<file path="src/periph_cfg.svh">
/*
 * Widths, slot numbers and register offsets of the peripheral hub
 */

`ifndef PERIPH_CFG_SVH
`define PERIPH_CFG_SVH

// Bus and pin widths
`define PERIPH_ADDR_W       11
`define PERIPH_DATA_W       32
`define PERIPH_PIN_W        8
`define PERIPH_SLOT_W       4

`define PERIPH_SIMPLE_BIT   10      // Set for the 16-byte simple slots

// Live slots
`define PERIPH_GPIO_SLOT    1       // User slot
`define PERIPH_PWM_SLOT     5       // Simple slot

// GPIO register offsets within the user slot
`define GPIO_OUT_OFS        6'h00
`define GPIO_IN_OFS         6'h04
`define GPIO_AUDIO_OFS      6'h10

`define PWM_DUTY_OFS        4'h0

`endif

</file>
<file path="src/periph_pkg.sv">
/*
 * Shared types: core access code and pin function select
 */

`include "periph_cfg.svh"

package periph_pkg;

    // Request code from the core, all ones when idle
    typedef enum logic [1:0] {
        ACC_BYTE = 2'b00,
        ACC_HALF = 2'b01,
        ACC_WORD = 2'b10,
        ACC_NONE = 2'b11
    } access_t;

    // Output source of one pin
    typedef struct packed {
        logic                          simple; // Simple slot rather than user slot
        logic [`PERIPH_SLOT_W-1:0]     slot;
    } func_sel_t;

endpackage

</file>
<file path="src/periph_decode.sv">
/*
 * Slot decode: write strobes for the live slots and read data select
 */

`include "periph_cfg.svh"

module periph_decode (
    input  logic [`PERIPH_ADDR_W-1:0] i_addr,
    input  periph_pkg::access_t       i_data_write_n,
    input  logic [`PERIPH_DATA_W-1:0] i_gpio_rdata,
    input  logic [7:0]                i_pwm_rdata,
    output logic                      o_gpio_wr,
    output logic                      o_pwm_wr,
    output logic [`PERIPH_DATA_W-1:0] o_rdata
);

    localparam int USER_LSB   = `PERIPH_SIMPLE_BIT - `PERIPH_SLOT_W;  // 64-byte user slots
    localparam int SIMPLE_LSB = 4;                                   // 16-byte simple slots

    localparam logic [`PERIPH_SLOT_W-1:0] GPIO_SLOT = `PERIPH_GPIO_SLOT;
    localparam logic [`PERIPH_SLOT_W-1:0] PWM_SLOT  = `PERIPH_PWM_SLOT;

    logic                      is_simple;
    logic [`PERIPH_SLOT_W-1:0] user_slot;
    logic [`PERIPH_SLOT_W-1:0] simple_slot;
    logic                      wr_req;
    logic                      gpio_hit;
    logic                      pwm_hit;

    assign is_simple   = i_addr[`PERIPH_SIMPLE_BIT];
    assign user_slot   = i_addr[USER_LSB +: `PERIPH_SLOT_W];
    assign simple_slot = i_addr[SIMPLE_LSB +: `PERIPH_SLOT_W];

    assign wr_req   = i_data_write_n != periph_pkg::ACC_NONE;
    assign gpio_hit = !is_simple && (user_slot == GPIO_SLOT);
    assign pwm_hit  = is_simple && (simple_slot == PWM_SLOT);

    // One strobe per write, the core never holds a write
    assign o_gpio_wr = wr_req && gpio_hit;
    assign o_pwm_wr  = wr_req && pwm_hit;

    always_comb begin
        o_rdata = '0;                               // Empty slots read zero
        if (gpio_hit) begin
            o_rdata = i_gpio_rdata;
        end else if (pwm_hit) begin
            o_rdata[7:0] = i_pwm_rdata;             // Byte peripheral, zero-extended
        end
    end

endmodule

</file>
<file path="src/read_data_hold.sv">
/*
 * Registered read data held until read complete, plus ready generation
 */

`include "periph_cfg.svh"

module read_data_hold (
    input  logic                      clk,
    input  logic                      rst_n,
    input  logic [`PERIPH_DATA_W-1:0] i_rdata,
    input  periph_pkg::access_t       i_data_read_n,
    input  periph_pkg::access_t       i_data_write_n,
    input  logic                      i_data_read_complete,
    output logic [`PERIPH_DATA_W-1:0] o_data_out,
    output logic                      o_data_ready
);

    logic                      read_req;
    logic                      write_req;
    logic                      hold_q;     // A read value is waiting for the core
    logic                      ready_q;
    logic [`PERIPH_DATA_W-1:0] data_q;
    logic                      capture;

    assign read_req  = i_data_read_n != periph_pkg::ACC_NONE;
    assign write_req = i_data_write_n != periph_pkg::ACC_NONE;

    // First cycle of a request, nothing held yet
    assign capture = read_req && !hold_q;

    always_ff @(posedge clk) begin
        if (!rst_n) begin
            hold_q  <= 1'b0;
            ready_q <= 1'b0;
        end else begin
            if (i_data_read_complete) begin
                hold_q <= 1'b0;
            end
            if (capture) begin
                hold_q <= 1'b1;
            end
            ready_q <= read_req;                // Every slot answers at once
        end
    end

    always_ff @(posedge clk) begin
        if (capture) begin
            data_q <= i_rdata;
        end
    end

    assign o_data_out = data_q;

    // Writes complete in the cycle they are issued
    assign o_data_ready = ready_q || write_req;

endmodule

</file>
<file path="src/gpio_ctrl.sv">
/*
 * GPIO block: output register, input readback, audio select
 * and per-pin function select registers
 */

`include "periph_cfg.svh"

module gpio_ctrl (
    input  logic                                     clk,
    input  logic                                     rst_n,
    input  logic                                     i_wr,
    input  logic [5:0]                               i_offset,
    input  logic [7:0]                               i_wdata,
    input  logic [`PERIPH_PIN_W-1:0]                 i_ui_in,
    output logic [`PERIPH_DATA_W-1:0]                o_rdata,
    output logic [`PERIPH_PIN_W-1:0]                 o_gpio_out,
    output periph_pkg::func_sel_t [`PERIPH_PIN_W-1:0] o_func_sel,
    output logic                                     o_audio_select
);

    localparam int PIN_IDX_W = $clog2(`PERIPH_PIN_W);

    // Pins start on the GPIO output register
    localparam periph_pkg::func_sel_t GPIO_FUNC = '{
        simple: 1'b0,
        slot:   `PERIPH_SLOT_W'(`PERIPH_GPIO_SLOT)
    };

    logic [`PERIPH_PIN_W-1:0]                  gpio_out_q;
    logic [2:0]                                audio_sel_q;
    periph_pkg::func_sel_t [`PERIPH_PIN_W-1:0] func_sel_q;

    logic                 sel_hit;
    logic [PIN_IDX_W-1:0] sel_pin;

    // Function selects sit at 0x20 + 4 * pin
    assign sel_hit = i_offset[5] && (i_offset[1:0] == 2'b00);
    assign sel_pin = i_offset[2 +: PIN_IDX_W];

    always_ff @(posedge clk) begin
        if (!rst_n) begin
            gpio_out_q  <= '0;
            audio_sel_q <= '0;
            func_sel_q  <= {`PERIPH_PIN_W{GPIO_FUNC}};
        end else if (i_wr) begin
            if (i_offset == `GPIO_OUT_OFS) begin
                gpio_out_q <= i_wdata;
            end
            if (i_offset == `GPIO_AUDIO_OFS) begin
                audio_sel_q <= i_wdata[2:0];
            end
            if (sel_hit) begin
                func_sel_q[sel_pin] <= periph_pkg::func_sel_t'(i_wdata[4:0]);
            end
        end
    end

    // Register readback, unmapped offsets give zero
    always_comb begin
        o_rdata = '0;
        if (i_offset == `GPIO_OUT_OFS) begin
            o_rdata[`PERIPH_PIN_W-1:0] = gpio_out_q;
        end else if (i_offset == `GPIO_IN_OFS) begin
            o_rdata[`PERIPH_PIN_W-1:0] = i_ui_in;
        end else if (i_offset == `GPIO_AUDIO_OFS) begin
            o_rdata[2:0] = audio_sel_q;
        end else if (sel_hit) begin
            o_rdata[4:0] = func_sel_q[sel_pin];
        end
    end

    assign o_gpio_out     = gpio_out_q;
    assign o_func_sel     = func_sel_q;
    assign o_audio_select = audio_sel_q[2];  // Top bit routes PWM audio out

endmodule

</file>
<file path="src/pin_func_mux.sv">
/*
 * Output pin multiplexer driven by the per-pin function selects
 */

`include "periph_cfg.svh"

module pin_func_mux (
    input  periph_pkg::func_sel_t [`PERIPH_PIN_W-1:0] i_func_sel,
    input  logic [`PERIPH_PIN_W-1:0]                 i_gpio_out,
    input  logic [`PERIPH_PIN_W-1:0]                 i_pwm_pins,
    output logic [`PERIPH_PIN_W-1:0]                 o_uo_out
);

    localparam logic [`PERIPH_SLOT_W-1:0] GPIO_SLOT = `PERIPH_GPIO_SLOT;
    localparam logic [`PERIPH_SLOT_W-1:0] PWM_SLOT  = `PERIPH_PWM_SLOT;

    // Pin i always takes bit i of its chosen source
    always_comb begin
        for (int i = 0; i < `PERIPH_PIN_W; i++) begin
            o_uo_out[i] = 1'b0;                 // Empty slots drive low
            if (!i_func_sel[i].simple && (i_func_sel[i].slot == GPIO_SLOT)) begin
                o_uo_out[i] = i_gpio_out[i];
            end else if (i_func_sel[i].simple && (i_func_sel[i].slot == PWM_SLOT)) begin
                o_uo_out[i] = i_pwm_pins[i];
            end
        end
    end

endmodule

</file>
<file path="src/pwm_byte.sv">
/*
 * Byte-interface PWM: duty register and free-running 8-bit counter
 */

`include "periph_cfg.svh"

module pwm_byte (
    input  logic                     clk,
    input  logic                     rst_n,
    input  logic                     i_wr,
    input  logic [3:0]               i_offset,
    input  logic [7:0]               i_wdata,
    output logic [7:0]               o_rdata,
    output logic [`PERIPH_PIN_W-1:0] o_pins
);

    logic [7:0] count_q;
    logic [7:0] duty_q;
    logic       pwm_q;
    logic       duty_sel;

    assign duty_sel = i_offset == `PWM_DUTY_OFS;

    always_ff @(posedge clk) begin
        if (!rst_n) begin
            duty_q <= '0;                       // Output stays low until programmed
        end else if (i_wr && duty_sel) begin
            duty_q <= i_wdata;
        end
    end

    // Period of 256 cycles, wraps on its own
    always_ff @(posedge clk) begin
        if (!rst_n) begin
            count_q <= '0;
            pwm_q   <= 1'b0;
        end else begin
            count_q <= count_q + 8'd1;
            pwm_q   <= count_q < duty_q;        // High for duty_q counts per period
        end
    end

    assign o_pins  = {`PERIPH_PIN_W{pwm_q}};
    assign o_rdata = duty_sel ? duty_q : 8'h00;

endmodule

</file>
<file path="src/periph_hub.sv">
/*
 * Peripheral hub top: decode, read hold, GPIO, pin mux and PWM
 */

`include "periph_cfg.svh"

module periph_hub (
    input  logic                      clk,
    input  logic                      rst_n,
    input  logic [`PERIPH_PIN_W-1:0]  i_ui_in,
    input  logic [`PERIPH_ADDR_W-1:0] i_addr,
    input  logic [`PERIPH_DATA_W-1:0] i_data,        // Only the low byte reaches the registers
    input  periph_pkg::access_t       i_data_write_n,
    input  periph_pkg::access_t       i_data_read_n,
    input  logic                      i_data_read_complete,
    output logic [`PERIPH_DATA_W-1:0] o_data_out,
    output logic                      o_data_ready,
    output logic [`PERIPH_PIN_W-1:0]  o_uo_out,
    output logic                      o_audio,
    output logic                      o_audio_select
);

    logic                                      gpio_wr;
    logic                                      pwm_wr;
    logic [`PERIPH_DATA_W-1:0]                 rdata;
    logic [`PERIPH_DATA_W-1:0]                 gpio_rdata;
    logic [7:0]                                pwm_rdata;
    logic [`PERIPH_PIN_W-1:0]                  gpio_out;
    logic [`PERIPH_PIN_W-1:0]                  pwm_pins;
    periph_pkg::func_sel_t [`PERIPH_PIN_W-1:0] func_sel;

    periph_decode i_decode (
        .i_addr         (i_addr),
        .i_data_write_n (i_data_write_n),
        .i_gpio_rdata   (gpio_rdata),
        .i_pwm_rdata    (pwm_rdata),
        .o_gpio_wr      (gpio_wr),
        .o_pwm_wr       (pwm_wr),
        .o_rdata        (rdata)
    );

    read_data_hold i_hold (
        .clk                  (clk),
        .rst_n                (rst_n),
        .i_rdata              (rdata),
        .i_data_read_n        (i_data_read_n),
        .i_data_write_n       (i_data_write_n),
        .i_data_read_complete (i_data_read_complete),
        .o_data_out           (o_data_out),
        .o_data_ready         (o_data_ready)
    );

    gpio_ctrl i_gpio (
        .clk            (clk),
        .rst_n          (rst_n),
        .i_wr           (gpio_wr),
        .i_offset       (i_addr[5:0]),
        .i_wdata        (i_data[7:0]),
        .i_ui_in        (i_ui_in),
        .o_rdata        (gpio_rdata),
        .o_gpio_out     (gpio_out),
        .o_func_sel     (func_sel),
        .o_audio_select (o_audio_select)
    );

    pin_func_mux i_pin_mux (
        .i_func_sel (func_sel),
        .i_gpio_out (gpio_out),
        .i_pwm_pins (pwm_pins),
        .o_uo_out   (o_uo_out)
    );

    pwm_byte i_pwm (
        .clk      (clk),
        .rst_n    (rst_n),
        .i_wr     (pwm_wr),
        .i_offset (i_addr[3:0]),
        .i_wdata  (i_data[7:0]),
        .o_rdata  (pwm_rdata),
        .o_pins   (pwm_pins)
    );

    assign o_audio = pwm_pins[`PERIPH_PIN_W-1];  // PWM level on the top pin feeds audio

endmodule

</file>
<file path="config.mk">
export PLATFORM = sky130hd
export DESIGN_NAME = periph_hub
export DESIGN_NICKNAME = d
export VERILOG_FILES = /design/src/periph_pkg.sv /design/src/periph_decode.sv /design/src/read_data_hold.sv /design/src/gpio_ctrl.sv /design/src/pin_func_mux.sv /design/src/pwm_byte.sv /design/src/periph_hub.sv
export VERILOG_INCLUDE_DIRS = /design/src /design/src/src
export SDC_FILE = /design/constraint.sdc
export NUM_CORES = 1
export LEC_CHECK = 0
export CAP_MARGIN = 20
export CELL_PAD_IN_SITES_DETAIL_PLACEMENT = 1
export CELL_PAD_IN_SITES_GLOBAL_PLACEMENT = 1
export CORE_ASPECT_RATIO = 0.7
export CORE_MARGIN = 4
export CORE_UTILIZATION = 30
export CTS_BUF_LIST = sky130_fd_sc_hd__clkbuf_16
export CTS_CLUSTER_DIAMETER = 150
export DETAILED_ROUTE_END_ITERATION = 6
export DONT_BUFFER_PORTS = 1
export PLACE_DENSITY_LB_ADDON = 0.1
export SLEW_MARGIN = 30
export SYNTH_ARGS = -nofsm -noshare
export SYNTH_HDL_FRONTEND = slang
export SYNTH_SLANG_ARGS = --single-unit
</file>
<file path="constraint.sdc">
create_clock -name clk -period 5.2 [get_ports clk]
set_input_delay 0 -clock clk [delete_from_list [all_inputs] [get_ports clk]]
set_output_delay 0 -clock clk [all_outputs]
set_load 0.03 [all_outputs]
</file>
==> results of run 1 <==
worst paths after layout:
kind | startpoint | to | slack, ps | depth (start not counted)
max reg2reg | i_hold.hold_q$_SDFFE_PN0P_ | i_hold.o_data_out[1]$_DFFE_PP_ | 3580 | 2
min reg2reg | i_gpio.audio_sel_q[1]$_SDFFE_PN0P_ | i_gpio.audio_sel_q[1]$_SDFFE_PN0P_ | 470 | 2
max | i_pwm.pwm_q$_SDFF_PN0_ | o_uo_out[2] | 3130 | 2
min | i_ui_in[6] | i_hold.o_data_out[6]$_DFFE_PP_ | 50 | 2
synthesized netlist by cell type (all sizes together) (2+ instances only):
cell type and number:
a32oi 2, nand4 4, nor3 2, o211ai 3, a21o 2, o21a 2, and3 2, nor4b 9
xor2 2, nand2 67, xnor2 4, buf 31, edfxtp 8, o22ai 3, ha 8, nor2 2
a21oi 7, nor2b 17, nor4 4, and2 8, and4b 2, nand3 15, a41oi 3, dfxtp 70
nor3b 9, a31oi 9, o21ai 19, inv 11, mux2i 74, nand2b 6, clkbuf 22, a22oi 5
or3 3
area by class of cell:
| cell class | count | share of cell area [%] |
|---|---|---|
| inverters | 11 | 0.8765 |
| repair buffers | 17 | 3.984 |
| clock buffers | 9 | 4.781 |
| multi-input cells | 326 | 47.94 |
| flip-flops and latches | 78 | 34.85 |
| well taps | 185 | 4.914 |
| clock inverters | 7 | 2.656 |
power by group through the flow:
| stage | Sequential [µW] | Combinational (µW) | Clock [µW] |
|---|---|---|---|
| floorplan | 643 | 91.5 | 0 |
| global placement | 648 | 77.6 | 0 |
| detailed placement | 648 | 78.7 | 0 |
| CTS | 634 | 98.0 | 768 |
| global route | 634 | 110 | 793 |
| finish | 634 | 101 | 750 |
flip-flops by register name, indices dropped and copies added, names as in the netlist:
signal	cells
i_hold.ready_q	1
i_gpio.o_func_sel	40
i_pwm.pwm_q	1
i_hold.hold_q	1
i_gpio.audio_sel_q	3
i_gpio.o_gpio_out	8
i_pwm.duty_q	8
i_pwm.count_q	8
i_hold.o_data_out	8
metal layers:
metal	share of wire, %	global-route usage (%)	up-vias
li1	-	-	1522
met1	54	23.54	1501
met2	42	22.77	60
met3	3.9	3.825	8
met4	0.71	2.926	0
met5	0	0	-
logic make-up (layout without fill, tap and decap cells):
family,count (synthesis),in the layout,share of synthesized area [%]
adders and majority gates,8,8,2.447
AOI/OAI and AO/OA,57,57,8.654
other,1,24,0.09166
xor gates and xnor gates,6,6,1.284
muxes,74,74,18.10
DFF,78,78,40.12
and+or+nand+nor,157,157,20.98
buffers and inverters,64,44,8.318
critical path: stages (launching register included):
cell and delay (ps):
dfxtp_1 790, a31oi_1 200, nor4b_2 730
repair_timing:
action | 4_1_cts | 5_1_grt
hold endpoints to repair | 72 | 15
setup buffers | 0 | 0
hold buffers | 13 | 4
metrics by stage:
stage               cell area [µm²]  util, %  setup slack [ps]
finish                         4711    35.50              3135
global route                   4711    35.50              2996
CTS                            4664    35.15              3082
detailed placement             4167    31.40              3273
global placement               4160    31.35              2970
floorplan                      4178        -              3309
==> flow_summary.toml, run 1 <==
[min_path]
hold_path.class = "in -> reg"

[synthesis]
synth_area_per_cell_um2 = 9.194
synth.area.top_cells = "dfxtp_1 34%, mux2i_1 18%, nand2_1 6.1%, edfxtp_1 5.9%, buf_4 4.4%"
synth_top_area_cell = "dfxtp_1"
synth_seq_cells = 78
syn_inst = 445
synthFlopType = "dfxtp_1"
synth-edff-count = 8
synth_top_area_share_pct = 34.25
synth_seq_area_share_pct = 40.12
syn_area_um2 = 4091
ys_warn_count = 0
synth_cell_types = 48
async_reset_ff_share_pct = 0

[floorplan]
die_h_um = 105.7
initial_core_util_pct = 30.83
die_area_um2 = 15600
io_pins = 101
core_region_area_um2 = 13270
fp.dieW_um = 147.6
num_rows = 35

[cells_and_area]
layout_common_cells = "74 x mux2i_1, 70 x dfxtp_1, 67 x nand2_1"
fill_cells = 1510
fin_cells = 633
multi_input_area_um2 = 2258
mostFrequentLayoutCell = "mux2i_1"
layout-drive-gt1-share_pct = 6.920
seq_area_um2 = 1642
areaGrowthSynthToFinish_pct = 15.14
nets = 509
diodes = 0

[pwr]
swShare_pct = 24.25
p_switching_uw = 359.9
p_leak_uw = 0.001947
p_comb_share_pct = 6.8
clockPowerShare_pct = 50.5
power.total_uw = 1484
ir_drop_v = 0.0001889
power_density_nw_per_um2 = 315.1
power_frac_seq_pct = 42.7
internal-power_uw = 1124

[place]
io_buffers = 0
finalWeightedCongestion = 0.7190
dp.cells = 600
place_hpwl_mm = 8.755

[timing]
finalSetupTns_ps = 0
fin_worst_skew_ps = 9.916
slew_viol_final = 0
min_period_ps = 2065
post-route-period-util_pct = 39.72
fmax_mhz = 484.2
setup_viol = 0
timing.slew.headroom_pct = 32.61
rsz0062_at_grt = "no"
hold_viol = 0
worstMarginPinSlew_ps = 1009
whs_ps = 52.59

[routing]
drt_iter0_markers = 149
routed_wirelength_mm = 12.18
routedWlPerCell_um = 19.25
first_pass_iters = 4
vias = 3091
via_per_inst = 4.883
ant_nets = 0
drcViolationCount = 0

[grt]
grt_overflow = 0
grt_pass1_wl_mm = 18.71
grt_max_degree = 74
grtUsageTotal_pct = 15.69
antenna_found_initial = 0
grt_pass1_vias = 3162

[clock_network]
ctsLongestPathBuffers = 2
cts_sinks = 78
clock_latency_ps = 340
htree_levels = 3
tritoncts = "yes"
cts_root_buf = "clkbuf_16"
numCtsBuffers = 9
clk_pin_slew_ps = 70
cts_resized = 0

[critical_path]
end_kind = "output port"
cp.required_ps = 5200
path_max_fanout = 9
path_class = "reg -> out"
start_kind = "flip-flop"
crit_arrival_ps = 2070

[run]
max_cap_viol_count = 0

[outcome]
status = "finished clean"
Note: power is estimated with default switching activity, not from simulation.
==> run 2: changes to the inputs <==
--- a/config.mk
+++ b/config.mk
@@ -6,6 +6,7 @@
 export SDC_FILE = /design/constraint.sdc
 export NUM_CORES = 1
 export LEC_CHECK = 0
+export ABC_AREA = 1
 export CAP_MARGIN = 20
 export CELL_PAD_IN_SITES_DETAIL_PLACEMENT = 1
 export CELL_PAD_IN_SITES_GLOBAL_PLACEMENT = 1
==> constraint.sdc (replaced) <==
create_clock -name clk -period 2 [get_ports clk]
set_input_delay 0 -clock clk [delete_from_list [all_inputs] [get_ports clk]]
set_output_delay 0 -clock clk [all_outputs]
set_load 0.03 [all_outputs]
==> flow_summary.toml, run 2 <==
[routing]
ant_nets = 0
routed_wirelength_mm = 14.47
drt_iter0_markers = 185
drcViolationCount = 0
vias = 3916
routedWlPerCell_um = 18.23
first_pass_iters = 4
via_per_inst = 4.932

[synthesis]
synth_top_area_cell = "dfxtp_1"
synth_area_per_cell_um2 = 7.066
synthFlopType = "dfxtp_1"
synth_seq_cells = 78
synth_cell_types = 31
synth.area.top_cells = "dfxtp_1 34%, nand2_1 12%, a21oi_1 7.8%, nand3_1 7.7%, edfxtp_1 5.8%"
yosysMostFrequentCell = "nand2_1"
async_reset_ff_share_pct = 0
ys_warn_count = 0
syn_inst = 590
syn_area_um2 = 4169
synth-edff-count = 8
synthTopCellsByCount = "132 x nand2_1, 70 x dfxtp_1, 65 x a21oi_1, 64 x nand3_1, 52 x nor2_1"
synth_seq_area_share_pct = 39.38
synth_top_area_share_pct = 33.61

[grt]
grtUsageTotal_pct = 18.32
antenna_found_initial = 1
grt_overflow = 0
grt_pass1_vias = 3905
grt_pass1_wl_mm = 22.30
grt_max_degree = 38

[place]
finalWeightedCongestion = 0.7838
io_buffers = 0
place_hpwl_mm = 10.19
dp.cells = 761

[pwr]
power_density_nw_per_um2 = 726.9
clockPowerShare_pct = 42.8
p_leak_uw = 0.001938
internal-power_uw = 2491
p_comb_share_pct = 9.0
swShare_pct = 27.03
ir_drop_v = 0.0003258
p_switching_uw = 923.0
power_frac_seq_pct = 48.2

[cells_and_area]
areaGrowthSynthToFinish_pct = 12.66
fill_cells = 1723
fin_cells = 794
seq_area_um2 = 1642
layout-drive-gt1-share_pct = 8.388
layout_common_cells = "132 x nand2_1, 70 x dfxtp_1, 65 x a21oi_1"
mostFrequentLayoutCell = "nand2_1"
largest_reg_flops = 40
nets = 669
utilization_pct = 35.05
multi_input_area_um2 = 2092

[timing]
fmax_mhz = 614.8
setup_viol = 0
finalSetupTns_ps = 0
slew_viol_final = 0
min_period_ps = 1627
timing.slew.headroom_pct = 46.11
rsz0062_at_grt = "no"
fin_worst_skew_ps = 6.867
hold_viol = 0
post-route-period-util_pct = 81.33
worstMarginPinSlew_ps = 805.6

[clock_network]
tritoncts = "yes"
clk_pin_slew_ps = 60
cts_root_buf = "clkbuf_16"
ctsLongestPathBuffers = 2
htree_levels = 3
numCtsBuffers = 9
cts_setup_buffers = 0
cts_sinks = 78
clock_latency_ps = 340

[critical_path]
critPathBufInv = 1
crit_family = "flip-flops"
critPathSlowestCell = "dfxtp_1"
cp.required_ps = 2000
path_max_fanout = 9
path_cells = "a21oi_1 > nor3_1 > buf_4"
crit_arrival_ps = 1630
end_kind = "output port"
critical-path-max-stage-delay_ps = 610
path_class = "reg -> out"
start_kind = "flip-flop"

[outcome]
status = "finished clean"

[floorplan]
num_rows = 35
initial_core_util_pct = 31.11
io_pins = 101
core_region_area_um2 = 13400
fp.dieW_um = 148.9
die_h_um = 106.6
die_area_um2 = 15880

[run]
max_cap_viol_count = 0

[min_path]
hold_path.class = "in -> reg"
==> run 2: changes by cell type after synthesis, moves of 9 or more <==
cell	previous run	this run
a21oi_1	7	65
o211ai_1	3	12
clkbuf_1	22	9
mux2i_1	74	0
nor2b_1	17	0
nor3b_1	9	0
nand3_1	15	64
nand2_1	67	132
nand2_2	0	11
inv_1	11	50
a31oi_1	9	0
o21ai_0	11	30
nor2_1	2	52
==> run 2: area by class of cell <==
| type | count | share of cell area (%) |
|---|---|---|
| multi-input combinational | 431 | 44.54 |
| sequential | 78 | 34.95 |
| timing repair buffer | 27 | 5.647 |
| tap | 185 | 4.928 |
| clock buffer | 9 | 4.795 |
| inverter | 56 | 4.475 |
| clock inverter | 7 | 0.6127 |
| antenna | 1 | 0.05328 |
==> run 2: what timing repair did <==
item	4_1_cts	5_1_grt
resized for setup	0	0
hold buffers	16	0
endpoints found under the hold margin	66	0
endpoints found under the setup margin	0	0
==> run 2: power by group through the flow <==
stage | sequential (µW) | combinational (µW) | clock, µW
finish | 1650 | 307 | 1460
global route | 1650 | 335 | 1570
CTS | 1650 | 307 | 1500
detailed placement | 1680 | 236 | 0
global placement | 1680 | 231 | 0
floorplan | 1670 | 245 | 0
==> run 2: kinds of logic after synthesis <==
| family | count (synthesis) | synth area share [%] |
|---|---|---|
| AND/OR/NAND/NOR | 277 | 29.29 |
| AO/OA/AOI/OAI | 121 | 16.12 |
| buffers and inverters | 104 | 12.51 |
| flip-flops | 78 | 39.38 |
| adder cells (fa/ha/maj) | 8 | 2.401 |
| XOR/XNOR | 1 | 0.2101 |
| other | 1 | 0.08995 |
==> run 2: layer usage <==
metal	vias to the layer above	share of wire, %	GRT usage, %
met1	1875	52	26.80
met5	-	0	0
met4	0	0.90	3.723
met3	10	5.2	4.267
met2	92	42	27.56
li1	1939	-	-
==> run 2: worst paths after layout <==
kind	from	to	slack (ps)	cells past startpoint
max	i_pwm.pwm_q$_SDFF_PN0_	o_uo_out[7]	370	3
min	i_addr[3]	i_gpio.o_func_sel[38]$_SDFFE_PN0P_	20	4
max reg2reg	i_pwm.count_q[0]$_SDFF_PN0_	i_pwm.count_q[6]$_SDFF_PN0_	550	6
min reg2reg	i_pwm.count_q[0]$_SDFF_PN0_	i_pwm.count_q[0]$_SDFF_PN0_	460	1
==> run 2: worst reg2reg max path, stage by stage (launching register included) <==
cell and delay, ps:
dfxtp_1 370, ha_1 190, nand2_1 80, nor2_1 330, nand3_1 160, o21ai_0 170
a21oi_1 50
==> run 2: stage by stage <==
stage	instance area, µm²	total power (µW)	hold slack [ps]	setup slack (ps)
after global placement	4270	1911	97.97	546.8
after CTS	4695	3458	6.128	369.9
after floorplan	4255	1920	91.79	198.9
after detailed placement	4270	1918	99.51	503.8
after global routing	4697	3548	34.50	277.9
final	4697	3414	20.59	373.5
